$ cat src/hdl/aes_gctr_cfg.svh
`ifndef AES_GCTR_CFG_SVH
`define AES_GCTR_CFG_SVH

`define AES_ROUNDS 10            // AES-128.
`define APB_AW     8

// Register map.
`define REG_STATUS 8'h00
`define REG_KEY0   8'h10
`define REG_KEY1   8'h14
`define REG_KEY2   8'h18
`define REG_KEY3   8'h1C
`define REG_IV0    8'h20
`define REG_IV1    8'h24
`define REG_IV2    8'h28
`define REG_DATA0  8'h30
`define REG_DATA1  8'h34
`define REG_DATA2  8'h38
`define REG_DATA3  8'h3C

`endif

$ cat src/hdl/aes_pkg.sv
`include "aes_gctr_cfg.svh"

package aes_pkg;

    // Byte 0 of the AES state is the most significant byte.
    typedef union packed {
        logic [0:15][7:0] bytes;
        logic [0:3][31:0] cols;
    } aes_state_u;

    typedef logic [0:`AES_ROUNDS][127:0] aes_key_sched_t;

    function automatic logic [7:0] fn_xtime(input logic [7:0] a);
        return {a[6:0], 1'b0} ^ (a[7] ? 8'h1b : 8'h00);
    endfunction

    function automatic logic [7:0] fn_gf_mul(input logic [7:0] a, input logic [7:0] b);
        logic [7:0] p;
        logic [7:0] x;
        p = 8'h00;
        x = a;
        for (int i = 0; i < 8; i++)
        begin
            if (b[i])
                p = p ^ x;
            x = fn_xtime(x);
        end
        return p;
    endfunction

    // Inverse in GF(2^8) then the affine map.
    function automatic logic [7:0] fn_sbox(input logic [7:0] a);
        logic [7:0] inv;
        logic [7:0] sq;
        inv = 8'h01;
        sq  = a;
        for (int k = 1; k < 8; k++)
        begin
            sq  = fn_gf_mul(sq, sq);     // a^(2^k).
            inv = fn_gf_mul(inv, sq);
        end
        return inv ^ {inv[6:0], inv[7]} ^ {inv[5:0], inv[7:6]}
                   ^ {inv[4:0], inv[7:5]} ^ {inv[3:0], inv[7:4]} ^ 8'h63;
    endfunction

    function automatic aes_state_u fn_sub_bytes(input aes_state_u s);
        aes_state_u r;
        for (int i = 0; i < 16; i++)
            r.bytes[i] = fn_sbox(s.bytes[i]);
        return r;
    endfunction

    // Row r rotates left by r columns.
    function automatic aes_state_u fn_shift_rows(input aes_state_u s);
        aes_state_u r;
        for (int c = 0; c < 4; c++)
        begin
            for (int row = 0; row < 4; row++)
                r.bytes[4 * c + row] = s.bytes[4 * ((c + row) % 4) + row];
        end
        return r;
    endfunction

    function automatic aes_state_u fn_mix_columns(input aes_state_u s);
        aes_state_u r;
        logic [7:0] a0;
        logic [7:0] a1;
        logic [7:0] a2;
        logic [7:0] a3;
        for (int c = 0; c < 4; c++)
        begin
            {a0, a1, a2, a3} = s.cols[c];
            r.cols[c] = {fn_xtime(a0) ^ fn_xtime(a1) ^ a1 ^ a2 ^ a3,
                         a0 ^ fn_xtime(a1) ^ fn_xtime(a2) ^ a2 ^ a3,
                         a0 ^ a1 ^ fn_xtime(a2) ^ fn_xtime(a3) ^ a3,
                         fn_xtime(a0) ^ a0 ^ a1 ^ a2 ^ fn_xtime(a3)};
        end
        return r;
    endfunction

    function automatic aes_state_u fn_aes_round(
        input aes_state_u s,
        input aes_state_u rk,
        input logic       last
    );
        aes_state_u t;
        t = fn_shift_rows(fn_sub_bytes(s));
        if (!last)
            t = fn_mix_columns(t);      // Final round has no MixColumns.
        for (int c = 0; c < 4; c++)
            t.cols[c] = t.cols[c] ^ rk.cols[c];
        return t;
    endfunction

    function automatic logic [127:0] fn_inc32(input logic [127:0] cb);
        return {cb[127:32], cb[31:0] + 32'd1};
    endfunction

endpackage

$ cat src/hdl/aes_key_expand.sv
`timescale 1ns/100ps
`include "aes_gctr_cfg.svh"

module aes_key_expand (
    input  logic                    clk,
    input  logic                    i_rst_n,
    input  logic                    i_start,
    input  logic [127:0]            i_key,
    output logic                    o_ready,
    output aes_pkg::aes_key_sched_t o_key_sched
);

    logic                    r_busy;
    logic                    r_ready;
    logic [3:0]              r_cnt;
    logic [7:0]              r_rcon;
    aes_pkg::aes_state_u     r_cur;
    aes_pkg::aes_key_sched_t r_sched;

    logic [31:0]             w_rot;
    logic [31:0]             w_sub;
    aes_pkg::aes_state_u     w_next;

    always_comb
    begin
        w_rot = {r_cur.cols[3][23:0], r_cur.cols[3][31:24]};   // RotWord.
        w_sub = {aes_pkg::fn_sbox(w_rot[31:24]), aes_pkg::fn_sbox(w_rot[23:16]),
                 aes_pkg::fn_sbox(w_rot[15:8]), aes_pkg::fn_sbox(w_rot[7:0])}
                ^ {r_rcon, 24'h000000};
        w_next.cols[0] = r_cur.cols[0] ^ w_sub;
        w_next.cols[1] = r_cur.cols[1] ^ w_next.cols[0];
        w_next.cols[2] = r_cur.cols[2] ^ w_next.cols[1];
        w_next.cols[3] = r_cur.cols[3] ^ w_next.cols[2];
    end

    always_ff @(posedge clk)
    begin
        if (!i_rst_n)
        begin
            r_busy  <= 1'b0;
            r_ready <= 1'b0;
            r_cnt   <= 4'd0;
        end
        else if (i_start)
        begin
            r_busy  <= 1'b1;
            r_ready <= 1'b0;
            r_cnt   <= 4'd1;
        end
        else if (r_busy)
        begin
            r_cnt <= r_cnt + 4'd1;
            if (r_cnt == 4'(`AES_ROUNDS))
            begin
                r_busy  <= 1'b0;
                r_ready <= 1'b1;
            end
        end
    end

    always_ff @(posedge clk)
    begin
        if (i_start)
        begin
            r_cur      <= i_key;
            r_sched[0] <= i_key;
            r_rcon     <= 8'h01;
        end
        else if (r_busy)
        begin
            r_cur          <= w_next;
            r_sched[r_cnt] <= w_next;
            r_rcon         <= aes_pkg::fn_xtime(r_rcon);
        end
    end

    assign o_ready     = r_ready;
    assign o_key_sched = r_sched;

    // Controller must hold off a new key until the schedule is done.
    a_no_restart: assert property (@(posedge clk) disable iff (!i_rst_n)
        i_start |-> !r_busy);

endmodule

$ cat config.mk
export PLATFORM = sky130hd
export DESIGN_NAME = aes_key_expand
export DESIGN_NICKNAME = d
export VERILOG_FILES = /design/src/hdl/aes_pkg.sv /design/src/hdl/aes_key_expand.sv
export VERILOG_INCLUDE_DIRS = /design/src /design/src/hdl
export SDC_FILE = /design/constraint.sdc
export NUM_CORES = 2
export LEC_CHECK = 0
export ABC_CLOCK_PERIOD_IN_PS = 39700
export BUFFER_PORTS_ARGS = -buffer_cell sky130_fd_sc_hd__buf_2
export CAP_MARGIN = 20
export CORE_MARGIN = 8
export CORE_UTILIZATION = 30
export CTS_CLUSTER_SIZE = 12
export DETAILED_ROUTE_END_ITERATION = 16
export PLACE_DENSITY = 0.49
export SETUP_SLACK_MARGIN = 0.4
export SYNTH_ARGS = -nofsm -noshare
export SYNTH_HDL_FRONTEND = slang
export SYNTH_SLANG_ARGS = --single-unit
$ cat constraint.sdc
create_clock -name clk -period 39.7 [get_ports clk]
set_clock_uncertainty 0.1 [all_clocks]
set_input_delay 7.94 -clock clk [delete_from_list [all_inputs] [get_ports clk]]
set_output_delay 7.94 -clock clk [all_outputs]
set_load 0.01 [all_outputs]
==> results.cfg <==
[sta]
achievable-frequency_mhz = 46.83
period_share_pct = 53.78
setup_viol = 0
timing.max_slew.rel_slack_pct = 19.91
final.setup.tns_ns = 0
finalMaxSlewViolations = 0
grt_setup_unrepaired = false
hold_viol_final = 0
min_cycle_time_layout_ns = 21.35
tightestPinTransition_ns = 1.196

[critical_path]
rrSetupSlack_ns = 18.35
crit_required_ns = 40.08
timing.rr.end = o_key_sched[1062]
crit_top_cell = sky130_fd_sc_hd__xnor2_1
slowest_delay_ns = 1.07
worst_setup_path_end_kind = flip-flop
setup.worst_path.class = reg -> reg
critPathArrivalTime_ns = 21.73
cp_max_fo = 28
timing.critical_path.slowest_stage_cell = sky130_fd_sc_hd__edfxtp_1
reg2regPathDepth = 48
crit_path_start_kind = flip-flop
rr_startpoint = r_cur[30]

[min_path]
worst_hold_launch = r_rcon[4]
hold_class = reg -> reg
worst_hold_path.endpoint = r_rcon[4]
min_delay_path_depth = 2

[global_routing]
global_route.usage.total_pct = 23.46
grt_start_max_net_pins = 82
globalRoute.totalOverflow = 0
grt_first_pass_wirelength_um = 657500
vias_in_the_first_global_route = 83040
antenna_found_initial = 91

[synth]
ys_ff_latch = 1550
syn_nets = 10260
synth_sequential_area_ratio_pct = 42.38
synthArstFlopShare_pct = 0
synth_area_um2 = 109500
synth_edf_count = 1536
syn_inst_count = 10110
syn_area_per_cell_um2 = 10.83
post_synth_num_cell_types = 117
synth_warnings = 0
dominantRegCellSynth = sky130_fd_sc_hd__edfxtp_1

[flow_run]
maxCapViolCount = 0

[final_layout]
num-nets-final = 11730
layout-drive-gt1-share_pct = 22.66
layout-area-overhead-vs-synth_pct = 19.06
layout.cells.most_common = sky130_fd_sc_hd__buf_2
layout.cells.most_common_list = 1,538 x sky130_fd_sc_hd__buf_2, 1,536 x sky130_fd_sc_hd__edfxtp_1, 1,523 x sky130_fd_sc_hd__xnor2_1

[floorplan]
core.rowCount = 222
floorplan.initialDensity_pct = 30.04
coreArea_um2 = 364400
pin_count = 1540
die_height_um = 620.1
dieArea_um2 = 384500
die_width_um = 620.1

[clocking]
cts_root_buf = sky130_fd_sc_hd__clkbuf_16
clockBufferDepth = 4
cts.sinks = 1550
cts-buffers-inserted = 177
insertion_delay_ns = 0.91
post_cts.repair.setup_buffers = 0
tritoncts = done
cts_max_level = 4
cts.repair.resized = 0
holdBufCountCts = 0
clock_slew_at_the_register_clock_pins_of_the_worst_setup_and_hold_paths_ns = 0.06

[detailed_routing]
drt_drc_violations_left = 0
antenna_violating_nets_post_route = 0
via_per_inst = 5.289
firstDrtPassIters = 8
first_iter_violations = 9270
dr_total_vias = 88010
route.detailed.wl_per_inst_um = 28.74
finalWirelength_um = 478200

[place]
place.detailed.hpwl_um = 361100
gp_routability_congestion = 0.9109
port_buffers = 1539

[outcome]
status = completed
-- logic make-up (layout without fill, tap and decap cells) --
family,after synthesis,count (layout),share of synthesized area (%)
other,0,128,0
DFF,1550,1550,42.38
xor gates and xnor gates,2709,2709,28.80
AOI/OAI and AO/OA,1793,1793,10.61
muxes,329,329,3.165
buffers and inverters,754,2347,2.887
and+or+nand+nor,2944,2944,11.87
adders and majority gates,26,26,0.2903
-- per-layer routing --
metal  vias to the layer above  track usage (%)  wire (um)
li1                      39010                -          -
met1                     44450            30.73     195500
met2                      3972            38.62     225300
met3                       572            4.025      36850
met4                        10            9.173      20520
met5                         -                0         67
-- cell type report --
type | instances | area [um^2]
well taps | 4816 | 6026
clock inverters | 76 | 930.9
clock buffers | 221 | 4616
inverters | 147 | 564.3
diodes | 128 | 320.3
fillers | 36350 | 234100
repair buffers | 1903 | 10510
multi-input cells | 7801 | 60990
flip-flops and latches | 1550 | 46400
-- synthesized netlist by cell type, types with 29 or more instances --
| library cell | count | area share (%) |
|---|---|---|
| sky130_fd_sc_hd__buf_1 | 50 | 0.17 |
| sky130_fd_sc_hd__nor3_1 | 238 | 1.1 |
| sky130_fd_sc_hd__xnor3_2 | 31 | 0.67 |
| sky130_fd_sc_hd__xor2_1 | 476 | 3.8 |
| sky130_fd_sc_hd__a22oi_1 | 64 | 0.44 |
| sky130_fd_sc_hd__a22o_1 | 39 | 0.31 |
| sky130_fd_sc_hd__nand2_1 | 919 | 3.2 |
| sky130_fd_sc_hd__mux2i_1 | 218 | 2.0 |
| sky130_fd_sc_hd__a211oi_1 | 102 | 0.70 |
| sky130_fd_sc_hd__o22ai_1 | 109 | 0.62 |
| sky130_fd_sc_hd__nor2_1 | 1103 | 3.8 |
| sky130_fd_sc_hd__xor3_1 | 64 | 1.4 |
| sky130_fd_sc_hd__nand3_1 | 195 | 0.89 |
| sky130_fd_sc_hd__mux2_2 | 104 | 1.1 |
| sky130_fd_sc_hd__nand2b_1 | 66 | 0.38 |
| sky130_fd_sc_hd__o21ai_1 | 29 | 0.13 |
| sky130_fd_sc_hd__buf_2 | 140 | 0.64 |
| sky130_fd_sc_hd__xnor2_2 | 98 | 1.5 |
| sky130_fd_sc_hd__xor2_2 | 36 | 0.53 |
| sky130_fd_sc_hd__clkbuf_1 | 379 | 1.3 |
| sky130_fd_sc_hd__a221oi_1 | 30 | 0.24 |
| sky130_fd_sc_hd__o21ai_0 | 409 | 1.9 |
| sky130_fd_sc_hd__or2_2 | 34 | 0.19 |
| sky130_fd_sc_hd__and3_1 | 45 | 0.26 |
| sky130_fd_sc_hd__xnor3_1 | 356 | 7.3 |
| sky130_fd_sc_hd__a31oi_1 | 77 | 0.44 |
| sky130_fd_sc_hd__inv_1 | 124 | 0.43 |
| sky130_fd_sc_hd__o221ai_1 | 31 | 0.25 |
| sky130_fd_sc_hd__o31ai_1 | 32 | 0.22 |
| sky130_fd_sc_hd__nand4_1 | 36 | 0.21 |
| sky130_fd_sc_hd__o211ai_1 | 86 | 0.59 |
| sky130_fd_sc_hd__a21oi_1 | 451 | 2.1 |
| sky130_fd_sc_hd__nor2b_1 | 53 | 0.30 |
| sky130_fd_sc_hd__and2_1 | 97 | 0.55 |
| sky130_fd_sc_hd__or3_1 | 39 | 0.22 |
| sky130_fd_sc_hd__buf_4 | 33 | 0.23 |
| sky130_fd_sc_hd__edfxtp_1 | 1536 | 42 |
| sky130_fd_sc_hd__xnor2_1 | 1622 | 13 |
-- critical path, delay by kind of cell, from the launching register on --
kind | cells | cell delay (ns)
and+or+nand+nor | 5 | 0.76
DFF | 1 | 1.07
muxes | 2 | 0.29
xor gates and xnor gates | 35 | 16.25
buffers and inverters | 4 | 1.22
AOI/OAI and AO/OA | 1 | 0.47
adders and majority gates | 1 | 0.76
-- sequential cells by signal, summed over array words and instances, names as in the netlist --
signal	flops
r_rcon	8
r_cur	128
r_busy	1
o_key_sched	1408
r_cnt	4
o_ready	1
-- metrics by stage --
step	cell area [um^2]	util (%)	setup slack, ns	instances	hold slack, ns
6_report	130400	35.77	18.35	16640	0.4217
5_1_grt	130200	35.74	17.17	16600	0.4499
4_1_cts	130000	35.66	17.96	16510	0.4264
3_5_place_dp	124400	34.14	18.05	16210	0.4139
3_3_place_gp	124300	34.10	18.18	16200	0.4032
2_1_floorplan	109500	-	23.51	10110	0.3864
-- worst max-delay path by stage --
stage	start	to	slack, ns	depth (start not counted)
after floorplan	r_cur[16]	o_key_sched[1080]	23.51	60
after global placement	r_cur[7]	r_cur[12]	18.18	50
after detailed placement	r_cur[30]	r_cur[35]	18.05	49
after CTS	r_cur[30]	r_cur[35]	17.96	49
after global routing	r_cur[30]	r_cur[35]	17.17	49
final	r_cur[30]	o_key_sched[1062]	18.35	48
Power is left out: the tool's default activity adds up to more than one toggle a clock period on the data nets, which glitch-free logic cannot reach.
