[src/hdl/aes_gctr_cfg.svh]
`ifndef AES_GCTR_CFG_SVH
`define AES_GCTR_CFG_SVH

`define AES_ROUNDS 10            // AES-128.
`define APB_AW     8

// Register map.
`define REG_STATUS 8'h00
`define REG_KEY0   8'h10
`define REG_KEY1   8'h14
`define REG_KEY2   8'h18
`define REG_KEY3   8'h1C
`define REG_IV0    8'h20
`define REG_IV1    8'h24
`define REG_IV2    8'h28
`define REG_DATA0  8'h30
`define REG_DATA1  8'h34
`define REG_DATA2  8'h38
`define REG_DATA3  8'h3C

`endif

[src/hdl/aes_pkg.sv]
`include "aes_gctr_cfg.svh"

package aes_pkg;

    // Byte 0 of the AES state is the most significant byte.
    typedef union packed {
        logic [0:15][7:0] bytes;
        logic [0:3][31:0] cols;
    } aes_state_u;

    typedef logic [0:`AES_ROUNDS][127:0] aes_key_sched_t;

    function automatic logic [7:0] fn_xtime(input logic [7:0] a);
        return {a[6:0], 1'b0} ^ (a[7] ? 8'h1b : 8'h00);
    endfunction

    function automatic logic [7:0] fn_gf_mul(input logic [7:0] a, input logic [7:0] b);
        logic [7:0] p;
        logic [7:0] x;
        p = 8'h00;
        x = a;
        for (int i = 0; i < 8; i++)
        begin
            if (b[i])
                p = p ^ x;
            x = fn_xtime(x);
        end
        return p;
    endfunction

    // Inverse in GF(2^8) then the affine map.
    function automatic logic [7:0] fn_sbox(input logic [7:0] a);
        logic [7:0] inv;
        logic [7:0] sq;
        inv = 8'h01;
        sq  = a;
        for (int k = 1; k < 8; k++)
        begin
            sq  = fn_gf_mul(sq, sq);     // a^(2^k).
            inv = fn_gf_mul(inv, sq);
        end
        return inv ^ {inv[6:0], inv[7]} ^ {inv[5:0], inv[7:6]}
                   ^ {inv[4:0], inv[7:5]} ^ {inv[3:0], inv[7:4]} ^ 8'h63;
    endfunction

    function automatic aes_state_u fn_sub_bytes(input aes_state_u s);
        aes_state_u r;
        for (int i = 0; i < 16; i++)
            r.bytes[i] = fn_sbox(s.bytes[i]);
        return r;
    endfunction

    // Row r rotates left by r columns.
    function automatic aes_state_u fn_shift_rows(input aes_state_u s);
        aes_state_u r;
        for (int c = 0; c < 4; c++)
        begin
            for (int row = 0; row < 4; row++)
                r.bytes[4 * c + row] = s.bytes[4 * ((c + row) % 4) + row];
        end
        return r;
    endfunction

    function automatic aes_state_u fn_mix_columns(input aes_state_u s);
        aes_state_u r;
        logic [7:0] a0;
        logic [7:0] a1;
        logic [7:0] a2;
        logic [7:0] a3;
        for (int c = 0; c < 4; c++)
        begin
            {a0, a1, a2, a3} = s.cols[c];
            r.cols[c] = {fn_xtime(a0) ^ fn_xtime(a1) ^ a1 ^ a2 ^ a3,
                         a0 ^ fn_xtime(a1) ^ fn_xtime(a2) ^ a2 ^ a3,
                         a0 ^ a1 ^ fn_xtime(a2) ^ fn_xtime(a3) ^ a3,
                         fn_xtime(a0) ^ a0 ^ a1 ^ a2 ^ fn_xtime(a3)};
        end
        return r;
    endfunction

    function automatic aes_state_u fn_aes_round(
        input aes_state_u s,
        input aes_state_u rk,
        input logic       last
    );
        aes_state_u t;
        t = fn_shift_rows(fn_sub_bytes(s));
        if (!last)
            t = fn_mix_columns(t);      // Final round has no MixColumns.
        for (int c = 0; c < 4; c++)
            t.cols[c] = t.cols[c] ^ rk.cols[c];
        return t;
    endfunction

    function automatic logic [127:0] fn_inc32(input logic [127:0] cb);
        return {cb[127:32], cb[31:0] + 32'd1};
    endfunction

endpackage

[src/hdl/gctr_apb_ctrl.sv]
`timescale 1ns/100ps
`include "aes_gctr_cfg.svh"

module gctr_apb_ctrl (
    input  logic               clk,
    input  logic               i_rst_n,
    input  logic               i_psel,
    input  logic               i_penable,
    input  logic               i_pwrite,
    input  logic [`APB_AW-1:0] i_paddr,
    input  logic [31:0]        i_pwdata,
    output logic [31:0]        o_prdata,
    output logic               o_pready,
    output logic               o_pslverr,
    input  logic               i_key_ready,
    input  logic               i_ct_valid,
    output logic               o_key_start,
    output logic [127:0]       o_key,
    output logic               o_launch,
    output logic [127:0]       o_cb,
    output logic [127:0]       o_j0,
    output logic [127:0]       o_pt,
    output logic               o_first
);

    logic [127:0] r_key;
    logic [63:0]  r_iv_hi;
    logic [127:0] r_j0;
    logic [127:0] r_ctr;
    logic [127:0] r_pt;
    logic         r_key_start;
    logic         r_key_loaded;
    logic         r_iv_valid;
    logic         r_first_pend;
    logic         r_launch;
    logic         r_first;
    logic [3:0]   r_inflight;

    logic         w_acc;
    logic         w_mapped;
    logic         w_is_key;
    logic         w_is_iv;
    logic         w_is_data;
    logic [1:0]   w_idx;
    logic         w_key_busy;
    logic         w_key_ready;
    logic         w_busy;
    logic         w_err;
    logic         w_wr_ok;
    logic         w_key_done;
    logic         w_iv_done;
    logic         w_launch_req;
    logic [127:0] w_j0_new;

    always_comb
    begin
        w_mapped  = 1'b1;
        w_is_key  = 1'b0;
        w_is_iv   = 1'b0;
        w_is_data = 1'b0;
        case (i_paddr)
            `REG_STATUS: ;
            `REG_KEY0, `REG_KEY1, `REG_KEY2, `REG_KEY3: w_is_key = 1'b1;
            `REG_IV0, `REG_IV1, `REG_IV2: w_is_iv = 1'b1;
            `REG_DATA0, `REG_DATA1, `REG_DATA2, `REG_DATA3: w_is_data = 1'b1;
            default: w_mapped = 1'b0;
        endcase
    end

    assign w_acc       = i_psel & i_penable;
    assign w_idx       = i_paddr[3:2];                  // Word within a 128-bit register.
    assign w_key_ready = i_key_ready & ~r_key_start;
    assign w_busy      = (r_inflight != 4'd0);
    assign w_key_busy  = r_key_start | (r_key_loaded & ~i_key_ready) | r_launch | w_busy;

    assign w_err = ~w_mapped
                 | (i_pwrite & w_is_key & w_key_busy)
                 | (i_pwrite & w_is_data & ~(w_key_ready & r_iv_valid));

    assign w_wr_ok      = w_acc & i_pwrite & ~w_err;
    assign w_key_done   = w_wr_ok & w_is_key & (w_idx == 2'd3);
    assign w_iv_done    = w_wr_ok & w_is_iv & (w_idx == 2'd2);
    assign w_launch_req = w_wr_ok & w_is_data & (w_idx == 2'd3);
    assign w_j0_new     = {r_iv_hi, i_pwdata, 32'h0000_0001};

    always_ff @(posedge clk)
    begin
        if (w_wr_ok && w_is_key)
            r_key[(3 - w_idx) * 32 +: 32] <= i_pwdata;   // KEY0 is the top word.
        if (w_wr_ok && w_is_data)
            r_pt[(3 - w_idx) * 32 +: 32] <= i_pwdata;
        if (w_wr_ok && w_is_iv && !w_iv_done)
            r_iv_hi[(1 - w_idx[0]) * 32 +: 32] <= i_pwdata;
        if (w_iv_done)
        begin
            r_j0  <= w_j0_new;
            r_ctr <= w_j0_new;
        end
        else if (w_launch_req)
            r_ctr <= aes_pkg::fn_inc32(r_ctr);           // Counter for this block.
    end

    always_ff @(posedge clk)
    begin
        if (!i_rst_n)
        begin
            r_key_start  <= 1'b0;
            r_key_loaded <= 1'b0;
            r_iv_valid   <= 1'b0;
            r_first_pend <= 1'b0;
            r_launch     <= 1'b0;
            r_first      <= 1'b0;
            r_inflight   <= 4'd0;
        end
        else
        begin
            r_key_start <= w_key_done;
            r_launch    <= w_launch_req;
            r_first     <= w_launch_req & r_first_pend;
            if (w_key_done)
                r_key_loaded <= 1'b1;
            if (w_iv_done)
            begin
                r_iv_valid   <= 1'b1;
                r_first_pend <= 1'b1;
            end
            else if (w_launch_req)
                r_first_pend <= 1'b0;
            r_inflight <= r_inflight + {3'd0, r_launch} - {3'd0, i_ct_valid};
        end
    end

    assign o_prdata    = (w_acc && !i_pwrite && i_paddr == `REG_STATUS) ?
                         {30'd0, w_busy, w_key_ready} : 32'd0;
    assign o_pready    = 1'b1;
    assign o_pslverr   = w_acc & w_err;
    assign o_key_start = r_key_start;
    assign o_key       = r_key;
    assign o_launch    = r_launch;
    assign o_cb        = r_ctr;
    assign o_j0        = r_j0;
    assign o_pt        = r_pt;
    assign o_first     = r_first;

    a_launch_keyed: assert property (@(posedge clk) disable iff (!i_rst_n)
        o_launch |-> i_key_ready);

    a_inflight_max: assert property (@(posedge clk) disable iff (!i_rst_n)
        r_inflight <= 4'(`AES_ROUNDS));

endmodule

[config.mk]
export PLATFORM = sky130hd
export DESIGN_NAME = gctr_apb_ctrl
export DESIGN_NICKNAME = d
export VERILOG_FILES = /design/src/hdl/aes_pkg.sv /design/src/hdl/gctr_apb_ctrl.sv
export VERILOG_INCLUDE_DIRS = /design/src /design/src/hdl
export SDC_FILE = /design/constraint.sdc
export NUM_CORES = 1
export LEC_CHECK = 0
export BUFFER_PORTS_ARGS = -buffer_cell sky130_fd_sc_hd__buf_2
export CORE_AREA = 4 4 231 233
export DETAILED_ROUTE_END_ITERATION = 7
export DIE_AREA = 0 0 235 237
export SYNTH_ARGS = -nofsm -noshare
export SYNTH_HDL_FRONTEND = slang
export SYNTH_SLANG_ARGS = --single-unit
[constraint.sdc]
create_clock -name clk -period 14.3 [get_ports clk]
set_input_delay 1.43 -clock clk [delete_from_list [all_inputs] [get_ports clk]]
set_output_delay 1.43 -clock clk [all_outputs]
set_load 0.01 [all_outputs]
==> out/results.ini <==
[run_status]
status = finished clean

[placement]
portBuffers = 532
hpwl_um = 43060
gp_routability_congestion = 0.9037
dp.cells = 2428
postPlaceCellArea_um2 = 23230

[clock_network]
clock_tree.root_cell = clkbuf_16
cts_hold_repair.buffers = 0
clock_sink_count = 554
clock_tree_from_tritoncts = done
cts_inserted_buffers = 56
cts_setup_buffers = 0
clk_pin_slew_ps = 60
cts-htree-levels = 2
clock_path_buffers = 3
ctsResizeCount = 0
clk-insertion-delay-late_ps = 590

[worst_setup_path]
worstPathMaxFanout = 97
critical_path.startpoint_type = input pin
endpoint_kind = register
critical_path_class = in -> reg
worst_ep_arrival_time_ps = 5930
worst_path_required_time_ps = 14530

[sta]
layout_min_cycle_time_ps = 5696
fmax_ghz = 0.1756
min_period_over_period_pct = 39.83
holdWs_ps = 415.6
worst_clock_skew_ps = 22.77
rsz0062_at_grt = false
final_hold_viol_count = 0
final_max_slew_viol_count = 0
setup_total_negative_slack_ps = 0
worst_pin_slew_ps = 1021
relative_max_transition_margin_pct = 31.90
setup_viol = 0

[route]
drt-wirelength-per-cell_um = 23.66
dr_total_vias = 12470
drt_pass1_iterations = 6
drtIter0Drc = 879
avgViaCountPerCell = 4.925
ant_nets = 0
wirelength_um = 59880
drcViolationCount = 0

[global_route]
grt_max_degree = 98
grt_pass1_vias = 12140
grt_first_pass_wirelength_um = 84930
grt.overflow.total = 0
global_route.peak_usage_layer = met2
antenna_found_initial = 1
grt_util_met1_pct = 24.69
groute.usage.overall_pct = 20.50
global_route.usage.met3_pct = 5.940
globalRouteMet2Util_pct = 36.58

[floorplanning]
fp.coreArea_um2 = 51200
top_level_ports = 596
die_area_um2 = 55700
start_util_pct = 39.15
chipHeight_um = 237
die_width_um = 235
floorplan.rows = 83

[finish]
area.growth.synth_to_final_pct = 24.90
finish.cell_count_without_fillers = 2531
post-route-cell-area_um2 = 25040
finish.net_count = 1866
utilization_after_layout_pct = 48.90
post_route_cells_drive_above_1_share_pct = 35.17
antenna_cells = 0

[power]
power.leakage_uw = 0.009848
maximum_vdd_drop_uv = 77.88
power_switching_uw = 697.1
cellInternalPower_uw = 2615
cellPowerDensity_nw_per_um2 = 132.3
power.share.switching_pct = 21.05
p_clk_share_pct = 43.5
seqPwrFrac_pct = 53.2
power_frac_comb_pct = 3.3

[synth]
mean_instance_size_in_the_synthesized_netlist_um2 = 15.90
synth_largest_type_area_fraction_pct = 76.70
synth_edf_count = 512
most_numerous_cell_in_the_yosys_netlist = edfxtp_1
synth_top_flop_cell = edfxtp_1
post_synth_num_cell_types = 43
synthDominantAreaCellType = edfxtp_1
yosys_reg_bits = 554
synthesis.area_um2 = 20040
synth.cells.most_frequent = edfxtp_1 (512), nor2_1 (153), and3_1 (101), nand2_1 (93), inv_1 (74)
seq_area_frac_synth_pct = 80.90
synth.area.top_cells = edfxtp_1 (77%), dfxtp_1 (4.2%), and3_1 (3.2%)
synth-warning-count = 0
synth_async_sr_flop_share_pct = 0
cell_count_after_synthesis = 1261

[flow_run]
maxCapViolCount = 0

[hold_path]
hp-class = reg -> reg

flip-flops by register name, indices dropped and copies added (netlist names):
name and count:
o_cb 128, o_first 1, r_first_pend 1, r_key_loaded 1
o_pt 128, o_launch 1, o_key_start 1, o_j0 96
r_inflight 4, o_key 128, r_iv_valid 1, r_iv_hi 64
power by group through the flow:
| stage | logic [µW] | registers, µW | clock network, µW |
|---|---|---|---|
| 3_5_place_dp | 111 | 1800 | 0 |
| 2_1_floorplan | 76.5 | 1800 | 0 |
| 4_1_cts | 111 | 1760 | 1470 |
| 6_report | 110 | 1760 | 1440 |
| 5_1_grt | 121 | 1760 | 1540 |
| 3_3_place_gp | 108 | 1800 | 0 |
area by class of cell:
type                            count  area, µm²
Clock inverter                     38      371.6
Sequential cell                   554      16220
Multi-Input combinational cell    575       3124
Fill cell                        4462      26160
Timing Repair Buffer              543       2745
Tap cell                          680      850.8
Clock buffer                       65       1435
Inverter                           76      292.8
critical path: stages:
cell     delay [ps]
buf_2           100
or4_4           560
nor3_2          170
buf_4           710
nand2_1         580
inv_8           580
buf_4           820
buf_4           720
final timing paths:
check / from / cells after the start / to / slack [ps]
worst max-delay path: i_paddr[1] / 8 / o_cb[89] / 8600
worst max register to register: r_inflight[2] / 6 / o_key[54] / 11060
worst min-delay path: r_iv_hi[49] / 0 / o_j0[113] / 420
worst min register to register: r_iv_hi[49] / 0 / o_j0[113] / 420
cells by family (layout without fill, tap and decap cells):
| group | Yosys count | after routing | synth area share (%) |
|---|---|---|---|
| DFF | 554 | 554 | 80.90 |
| buffers and inverters | 193 | 722 | 4.938 |
| AOI/OAI and AO/OA | 21 | 21 | 0.8802 |
| xor gates and xnor gates | 22 | 22 | 0.9613 |
| other | 2 | 63 | 0.03747 |
| and+or+nand+nor | 450 | 450 | 11.14 |
| adders and majority gates | 13 | 13 | 0.8489 |
| muxes | 6 | 6 | 0.2996 |
cells in the final DEF (no fill, tap or decap), drive strengths merged, types with 3 or more instances in the layout:
cell type  synthesis  routed
nand3             12      12
o21ai              6       6
and4               5       5
conb               2      63
nand4             16      16
buf               70     543
or3                5       5
nor3               7       7
edfxtp           512     512
clkinvlp           0       4
inv               74      80
and3             101     101
or4                6       6
clkinv             2      24
a21oi              8       8
nand2b             6       6
o21a               3       3
nor2             153     153
xnor2             19      19
nand2             93      93
mux2i              6       6
bufinv             0       6
xor2               3       3
or2                3       3
nor4              21      21
clkbuf            47      65
ha                12      12
and2              14      14
dfxtp             42      42
metal layers:
metal,up-vias,routed length [µm]
li1,5494,-
met1,6254,22200
met2,635,30950
met3,81,5397
met4,2,1325
met5,-,8
through the flow:
stage                     setup WS, ps  power, µW
final                             8604       3312
after CTS                         8500       3343
after detailed placement          7878       1907
after floorplan                   8133       1872
after global placement            7936       1904
after global routing              8296       3424
Note: power is estimated with default switching activity, not from simulation.
